<file path="config.mk">
export PLATFORM = sky130hd
export DESIGN_NAME = br_flow_reg_fwd
export DESIGN_NICKNAME = d
export VERILOG_FILES = /design/src/br_flow_pkg.sv /design/src/br_flow_reg_fwd.sv
export VERILOG_INCLUDE_DIRS = /design/src /design/src/src
export SDC_FILE = /design/constraint.sdc
export NUM_CORES = 1
export LEC_CHECK = 0
export ABC_CLOCK_PERIOD_IN_PS = 1300
export BUFFER_PORTS_ARGS = -buffer_cell sky130_fd_sc_hd__buf_4
export CORE_MARGIN = 2
export CORE_UTILIZATION = 35
export DETAILED_ROUTE_END_ITERATION = 8
export PLACE_DENSITY = 0.8
export SYNTH_ARGS = -nofsm -noshare
export SYNTH_HDL_FRONTEND = slang
export SYNTH_SLANG_ARGS = --single-unit
export TNS_END_PERCENT = 20
</file>
<file path="constraint.sdc">
create_clock -name clk -period 1.3 [get_ports clk]
set_clock_uncertainty 0.15 [all_clocks]
set_input_delay 0.065 -clock clk [delete_from_list [all_inputs] [get_ports clk]]
set_output_delay 0.065 -clock clk [all_outputs]
set_load 0.02 [all_outputs]
</file>
<file path="src/br_flow_defs.svh">
`ifndef BR_FLOW_DEFS_SVH
`define BR_FLOW_DEFS_SVH

// ------------------------------------------------------------
// Flow arbiter sizing
// ------------------------------------------------------------

// Number of producer flows feeding the arbiter
`define BR_NUM_FLOWS 4

// Bits per data word on every flow
`define BR_DATA_WIDTH 16

// Flow id width is derived in the package from BR_NUM_FLOWS

`endif

</file>
<file path="src/br_flow_pkg.sv">
`include "br_flow_defs.svh"

package br_flow_pkg;

  // ------------------------------------------------------------
  // Helpers
  // ------------------------------------------------------------

  // Ceiling of log2, never below 1 bit
  function automatic int clamped_clog2(input int value);
    return (value > 1) ? $clog2(value) : 1;
  endfunction

  // Bits needed to name one flow
  localparam int FlowIdWidth = clamped_clog2(`BR_NUM_FLOWS);

  // ------------------------------------------------------------
  // Types
  // ------------------------------------------------------------

  // One data word from a producer
  typedef logic [`BR_DATA_WIDTH-1:0] data_t;

  // Flow number, also used as the mux select
  typedef logic [FlowIdWidth-1:0] flow_id_t;

  // Word tagged with its source flow, flow id in the upper bits
  typedef struct packed {
    flow_id_t flow;
    data_t    data;
  } tagged_t;

endpackage

</file>
<file path="src/br_flow_reg_fwd.sv">
`timescale 1ns/1ps

// One-entry forward pipeline register
// Breaks the combinational valid and data path between two stages
// Ready still passes through combinationally, so throughput stays at
// one item per cycle
module br_flow_reg_fwd #(
  // Item held by the stage
  parameter type payload_t = br_flow_pkg::tagged_t
) (
  input  logic     clk,
  input  logic     rst,

  // Upstream side
  input  logic     push_valid,
  output logic     push_ready,
  input  payload_t push_data,

  // Downstream side, driven straight from the registers
  output logic     pop_valid,
  input  logic     pop_ready,
  output payload_t pop_data
);

  // ------------------------------------------------------------
  // Handshake
  // ------------------------------------------------------------

  // Space is available when empty or when the held item leaves now
  // New item can enter on the same edge the old one is popped
  assign push_ready = !pop_valid || pop_ready;

  logic push_xfer;

  // Word accepted on this edge
  assign push_xfer = push_valid && push_ready;

  // ------------------------------------------------------------
  // Valid bit
  // ------------------------------------------------------------

  // Reloaded whenever the slot frees up
  // Holds while the consumer stalls a full slot
  always_ff @(posedge clk) begin
    if (rst) begin
      pop_valid <= 1'b0;
    end else if (push_ready) begin
      pop_valid <= push_valid;
    end
  end

  // ------------------------------------------------------------
  // Payload
  // ------------------------------------------------------------

  // Captured only on an accepted word
  // Unchanged while stalled, so pop_data is stable under backpressure
  always_ff @(posedge clk) begin
    if (push_xfer) begin
      pop_data <= push_data;
    end
  end

  // Latency from push to pop is one cycle,
  // longer only while pop_ready is held low

endmodule : br_flow_reg_fwd

</file>
==> flow_summary.ini <==
[worst_setup_path]
reg2reg_depth = 2
crit_path_end_kind = flip-flop
r2r_setup_slack_ns = 0.13
crit_fanout = 18
r2r-start = pop_valid
worstPathRequired_ns = 1.14
cp_slowest_cell = dlygate4sd3_1
path_cells = dlygate4sd3_1 -> buf_4 -> nand2b_4 -> and2_4
critPathArrivalTime_ns = 1.10
startpoint_type = input pin
critPathKind = input pin to flip-flop
r2r_end = pop_data[5]
critPathMaxStageDelay_ns = 0.52

[finish]
finish.net_count = 112
n_antenna_cell = 0
syn_to_final_growth_pct = 94.7
n_fill_cell = 100
final_common_cell = buf_4
drive_gt1_share_pct = 52.8
final_cell_mix = buf_4, dlygate4sd3_1, edfxtp_1
fin_area_um2 = 1160

[logic_synthesis]
syn_nets = 45
synthMuxAreaShare_pct = 0
synth_cell_types = 6
syn-mean-instance-area_um2 = 25.9
synth_top_family_by_area = simple AND/OR/NAND/NOR gates
synth_seq_cells = 19
synth_compound_area_share_pct = 1.47
synth_warnings = 0
synth_adder_area_share_pct = 0
synth-simple-area-share_pct = 3.78
syn_area_um2 = 596
yosys.area_share.xor_xnor_pct = 0
seq_area_frac_synth_pct = 94.1
synth_cells = 23

[power]
p_int_mw = 0.959
max-vdd-ir-drop_uv = 669
p_total_mw = 1.23
power.density_nw_per_um2 = 1060
switching_share_pct = 22.1
p_sw_mw = 0.272
p_clk_share_pct = 23.4
p_comb_share_pct = 18.0
p_leak_nw = 0.501
pwr-share-seq_pct = 58.7

[timing]
max_freq_ghz = 0.792
slew_headroom_pct = 84.6
min_period_over_period_pct = 97.1
fin_tns_setup_ns = 0
finalWorstSetupSlack_ns = 0.0375
drv_slew = 0
tightest_slew_ns = 0.231
rsz0062_at_grt = false
finalHoldViolCount = 0
setup_viol = 0
period_needed_ns = 1.26

[die]
fp.dieH_um = 45.3
die-area_um2 = 2050
start_util_pct = 38.2
core_um2 = 1560
rows = 14
io_pins = 42
dieWidth_um = 45.3

[placement]
io_buffers = 41
pre_cts_slack_ns = 0.129
gp_congestion = 0.611
dpl_cell_area_um2 = 923

[drt]
first_pass_iters = 3
drt-initial-drc-count = 6
viasPerCell = 4.41
top_layer_used = met3
wl_met2_um = 796
drt-wirelength-per-cell_um = 12.9
ant_nets = 0
vias = 463
wl_met1_um = 465
drt_wl_total_um = 1350
met3_length_um = 90
drc = 0

[worst_hold_path]
worstHoldEndpoint = pop_valid
hp-class = input pin to flip-flop
hp-start = rst
holdPathStages = 3

[global_route]
grt_max_degree = 19
grt_pass1_wl_um = 1870
grt.overflow.total = 0
grt_pass1_vias = 434
track_usage_pct = 14.2
grt_antenna_before_repair = 0

[run]
maxCapViolCount = 0

[status]
outcome = finished, final reports clean

[clock_tree]
root_buffer = clkbuf_4
path_clk_slew_ns = 0.10
clkSinkCount = 19
cts_tree = yes
post_cts_resize_count = 0
clk_latency_ns = 0.29
cts_buffer_depth = 2
htreeDepth = 1
cts_inserted_buffers = 3
[stage by stage]
stage / util [%] / hold WS (ns) / instances
2_1_floorplan: - / -0.0226 / 23
3_3_place_gp: 59.2 / 0.0716 / 80
3_5_place_dp: 59.2 / 0.0728 / 80
4_1_cts: 74.4 / 0.300 / 105
5_1_grt: 74.4 / 0.293 / 105
6_report: 74.4 / 0.310 / 105
[power by group through the flow]
stage	logic, mW	registers [mW]	clock network [mW]
4_1_cts	0.221	0.723	0.295
3_3_place_gp	0.168	0.735	0
3_5_place_dp	0.171	0.738	0
6_report	0.221	0.723	0.288
5_1_grt	0.233	0.725	0.328
2_1_floorplan	0.0206	0.781	0
[synth_stat cells (all sizes together)]
cell	count	share of area [%]
edfxtp	18	91
a21oi	1	1.5
and2	1	1.5
dfxtp	1	3.4
inv	1	0.63
nand2b	1	2.3
[how the worst max path moves through the flow]
| stage | startpoint | end | slack [ns] | cells after the start |
|---|---|---|---|---|
| 3_3_place_gp | pop_valid | pop_data[12] | 0.15 | 2 |
| 6_report | pop_ready | pop_data[5] | 0.04 | 4 |
| 4_1_cts | pop_ready | pop_data[5] | 0.04 | 4 |
| 2_1_floorplan | pop_valid | pop_data[0] | 0.05 | 2 |
| 5_1_grt | pop_ready | pop_data[14] | 0.02 | 4 |
| 3_5_place_dp | pop_valid | pop_data[17] | 0.13 | 2 |
[repair_timing]
action                                 CTS  global route
buffers inserted                         0             0
endpoints found under the hold margin   19             0
hold buffers                            21             0
[worst max-delay path: cells and delay by family]
family	cells	cell delay [ns]
buffers and inverters	2	0.62
and+or+nand+nor	2	0.41
[final cells by class]
type | instances | area [µm²] | area share, %
flip-flops and latches | 19 | 561 | 48.3
well taps | 16 | 20.0 | 1.73
clock buffers | 4 | 26.3 | 2.27
repair buffers | 62 | 518 | 44.7
inverters | 1 | 3.75 | 0.324
multi-input cells | 3 | 31.3 | 2.70
[routing by layer]
layer | GRT usage (%) | vias up
met5 | 0 | -
met4 | 7.06 | 0
met3 | 5.20 | 0
met2 | 26.0 | 23
met1 | 13.6 | 220
li1 | - | 220
[cells by family after synthesis]
group,count (synthesis)
flops,19
compound gates,1
buf+inv,1
simple gates,2
[flip-flops by register name, indices dropped and copies added, names as in the netlist]
register,cells
pop_data,18
pop_valid,1
No activity file was read; power rests on OpenSTA's default activity.
