**src/br_flow_defs.svh**
```systemverilog
`ifndef BR_FLOW_DEFS_SVH
`define BR_FLOW_DEFS_SVH

// ------------------------------------------------------------
// Flow arbiter sizing
// ------------------------------------------------------------

// Number of producer flows feeding the arbiter
`define BR_NUM_FLOWS 4

// Bits per data word on every flow
`define BR_DATA_WIDTH 16

// Flow id width is derived in the package from BR_NUM_FLOWS

`endif

```
**src/br_flow_pkg.sv**
```systemverilog
`include "br_flow_defs.svh"

package br_flow_pkg;

  // ------------------------------------------------------------
  // Helpers
  // ------------------------------------------------------------

  // Ceiling of log2, never below 1 bit
  function automatic int clamped_clog2(input int value);
    return (value > 1) ? $clog2(value) : 1;
  endfunction

  // Bits needed to name one flow
  localparam int FlowIdWidth = clamped_clog2(`BR_NUM_FLOWS);

  // ------------------------------------------------------------
  // Types
  // ------------------------------------------------------------

  // One data word from a producer
  typedef logic [`BR_DATA_WIDTH-1:0] data_t;

  // Flow number, also used as the mux select
  typedef logic [FlowIdWidth-1:0] flow_id_t;

  // Word tagged with its source flow, flow id in the upper bits
  typedef struct packed {
    flow_id_t flow;
    data_t    data;
  } tagged_t;

endpackage

```
**src/br_flow_mux_select.sv**
```systemverilog
`timescale 1ns/1ps

`include "br_flow_defs.svh"

// Ready-valid mux with an explicit binary select
// Purely combinational, zero cycles from push to pop
// Pop side is stable as long as select holds under backpressure
module br_flow_mux_select #(
  // At least 1
  parameter int NumFlows = `BR_NUM_FLOWS,
  // Word carried by each flow
  parameter type payload_t = br_flow_pkg::data_t,
  localparam int SelectWidth = br_flow_pkg::clamped_clog2(NumFlows)
) (
  // Index of the flow routed to the pop side, kept below NumFlows
  input  logic [SelectWidth-1:0] select,

  // Producer side
  input  logic [NumFlows-1:0]    push_valid,
  output logic [NumFlows-1:0]    push_ready,
  input  payload_t               push_data [NumFlows],

  // Consumer side
  input  logic                   pop_ready,
  output logic                   pop_valid,
  output payload_t               pop_data
);

  // ------------------------------------------------------------
  // Routing
  // ------------------------------------------------------------

  if (NumFlows == 1) begin : gen_single_flow

    // Only one flow, select carries no information
    assign push_ready = pop_ready;
    assign pop_valid  = push_valid[0];
    assign pop_data   = push_data[0];

  end else begin : gen_multi_flow

    // Consumer ready lands on the selected bit only
    // All other flows see 0 and stall
    assign push_ready = NumFlows'(pop_ready) << select;

    // Forward the selected offer
    assign pop_valid = push_valid[select];
    assign pop_data  = push_data[select];

  end

  // A transfer on the pop side is always a transfer on flow select,
  // since pop_valid and the selected push_ready are the same
  // signals as the selected push_valid and pop_ready

endmodule : br_flow_mux_select

```
**config.mk**
```make
export PLATFORM = sky130hd
export DESIGN_NAME = br_flow_mux_select
export DESIGN_NICKNAME = d
export VERILOG_FILES = /design/src/br_flow_pkg.sv /design/src/br_flow_mux_select.sv
export VERILOG_INCLUDE_DIRS = /design/src /design/src/src
export SDC_FILE = /design/constraint.sdc
export NUM_CORES = 1
export LEC_CHECK = 0
export BUFFER_PORTS_ARGS = -buffer_cell sky130_fd_sc_hd__buf_2
export CAP_MARGIN = 20
export CORE_MARGIN = 4
export CORE_UTILIZATION = 26
export DETAILED_ROUTE_END_ITERATION = 16
export PLACE_DENSITY = 0.84
export SYNTH_ARGS = -nofsm -noshare
export SYNTH_HDL_FRONTEND = slang
export SYNTH_SLANG_ARGS = --single-unit
```
**constraint.sdc**
```tcl
create_clock -name vclk -period 1.1
set_clock_uncertainty 0.05 [all_clocks]
set_input_delay 0.11 -clock vclk [all_inputs]
set_output_delay 0.11 -clock vclk [all_outputs]
set_load 0.05 [all_outputs]
```
==> metrics.md <==
| Metric | Value |
|---|---|
| Arrival time at the worst endpoint | `1.03 ns` |
| Initial core utilization | `28.6%` |
| Vias in the first global route | `712` |
| Violated checks | `negative setup slack` |
| Cell Area, Synth | `450 um^2` |
| Initial antenna violation count | `0` |
| Hold_sp | `pop_ready` |
| Fin. Hold Viols | `0` |
| Routed vias | `692` |
| RSZ-0062 raised after global routing | `yes` |
| Most frequent cells in the layout | `buf_2 (72), mux4_2 (16), buf_6 (15)` |
| Post-synthesis sequential area ratio | `0%` |
| Crit-path slowest cell | `mux4_2` |
| Max-cap violations | `0` |
| Layout cells sized above 1 | `96.6%` |
| Final-layout clock buffer total | `0` |
| Synth top area cells | `mux4_2 (80%), mux4_1 (5.8%), buf_6 (5.0%), and3b_1 (3.9%), buf_2 (2.2%)` |
| Post-DRT Antenna Nets | `0` |
| DRC Markers | `0` |
| Crit-path most repeated cell | `buf_12` |
| Register area | `0 um^2` |
| Mapped Nets | `96` |
| CP peak stage delay | `0.52 ns` |
| Pin count of the biggest net entering global routing | `22` |
| Hold Path Class | `primary input to output pin` |
| Worst EP required | `0.94 ns` |
| Rel. slew slack | `83.1%` |
| Setup TNS | `-1.15 ns` |
| Largest family of logic cells by synthesized area | `multiplexers` |
| Die area | `2460 um^2` |
| Final nets | `191` |
| Hold depth | `3` |
| Post-synthesis adder-cell area fraction | `0%` |
| Most common cell after layout, fill and taps aside | `buf_2` |
| Utilization after layout | `71.4%` |
| Final critical-path required period | `1.19 ns` |
| Pwr Density | `663 nW/um^2` |
| Pre-CTS setup slack | `-0.232 ns` |
| XOR/XNOR share of the synthesized area | `0%` |
| Fmax | `840 MHz` |
| Worst setup margin | `-0.0906 ns` |
| Placeable Area | `1580 um^2` |
| P_int | `358 uW` |
| DRT iter0 DRCs | `6` |
| Crit end category | `output pin` |
| Yosys cell types | `7` |
| Grt ovf | `0` |
| Port bufs | `92` |
| Mean post-synth cell area | `18.0 um^2` |
| Via density | `5.16` |
| Leak Pwr | `0.000591 uW` |
| CP Max Fanout | `7` |
| Yosys warnings | `0` |
| Crit share post-route | `108%` |
| Synth top area share | `80.0%` |
| Top Ports | `92` |
| Startpoint type of the worst setup path | `primary input` |
| Kind of critical path | `primary input to output pin` |
| Post-DP HPWL | `1.89 mm` |
| Placer Congestion | `0.717` |
| Yosys top cell by area | `mux4_2` |
| Final wirelength | `2.26 mm` |
| Outcome | `finished with violations` |
| Psw | `389 uW` |
| Sw frac | `52.1%` |
| Clock share of power | `0%` |
| Reg power frac | `0%` |
| Slew @ Worst Pin | `0.255 ns` |
| Mux cell area share after synthesis | `85.8%` |
| FFs & Latches | `0` |
| Slew Limit Fails | `0` |
| Drt pass-1 iters | `4` |
| First-pass GRT wire length | `3.39 mm` |
| Worst Hold Path EP | `push_ready[0]` |
| Simple-gate share of the synthesized area | `6.94%` |
| FP Rows | `14` |
| Gate count of the mapped netlist | `25` |
| Total GRT Usage | `17.4%` |
| Die width | `49.6 um` |
| Hold Buf Count CTS | `0` |
| N_diodes | `0` |
| Drt wl/cell | `16.9 um` |
| Logic gate share of total power | `100.0%` |
| Worst-path cell chain | `buf_12 -> buf_12 -> mux4_2 -> buf_6` |
| Area Growth Syn to Fin | `150%` |
| Peak supply drop | `0.534 mV` |
| Compound-gate portion of the synthesized area | `0%` |
| Endpoints failing setup | `17` |
| Die height | `49.6 um` |
## worst max-delay path, delay by kind of cell
family,cells,cell delay (ns)
mux,1,0.52
buf+inv,3,0.40
## power by group through the flow
stage	combinational, uW	clock (uW)	sequential [uW]
2_1_floorplan	418	0	0
3_3_place_gp	611	0	0
3_5_place_dp	623	0	0
4_1_cts	745	0	0
5_1_grt	781	0	0
6_report	747	0	0
## cell usage after synthesis
cell     count
mux4_2      16
and3_1       1
buf_6        2
buf_2        2
mux4_1       1
nor3b_1      1
and3b_1      2
## area by class of cell
type | instances | area [um^2]
Fill cell | 120 | 450
Tap cell | 16 | 20.0
Timing Repair Buffer | 97 | 677
Multi-Input combinational cell | 21 | 429
## kinds of logic after synthesis
group	after synthesis
buffers and inverters	4
multiplexers	17
AND/OR/NAND/NOR	4
## worst max path at each step
stage / startpoint / endpoint / slack (ns) / depth (start not counted)
floorplan: select[0] / pop_data[0] / 0.01 / 2
global placement: select[0] / pop_data[9] / -0.20 / 4
detailed placement: select[0] / pop_data[11] / -0.23 / 4
CTS: select[0] / pop_data[11] / -0.10 / 4
global route: select[0] / pop_data[8] / -0.12 / 4
finish: select[0] / pop_data[8] / -0.09 / 4
## metrics by stage
stage          power (uW)  cell area [um^2]  hold slack [ns]  cells
6_report              747              1130            0.622    134
5_1_grt               781              1130            0.632    134
4_1_cts               745              1120            0.622    133
3_5_place_dp          623               957            0.627    132
3_3_place_gp          611               957            0.622    132
2_1_floorplan         418               462            0.355     25
## metal layers
| layer | share of wire, % | global-route usage, % | vias up |
|---|---|---|---|
| met5 | 0 | 0 | - |
| met4 | 2.5 | 4.61 | 0 |
| met3 | 9.2 | 2.71 | 6 |
| met2 | 59 | 36.8 | 49 |
| li1 | - | - | 314 |
| met1 | 30 | 16.7 | 323 |
## what timing repair did
item / in CTS / in global routing
setup endpoints to repair: 19 / 17
gates cloned: 1 / 0
setup buffers: 0 / 1
endpoints found under the hold margin: 0 / 0
gates resized for setup: 42 / 1
No activity file was read; power rests on OpenSTA's default activity.
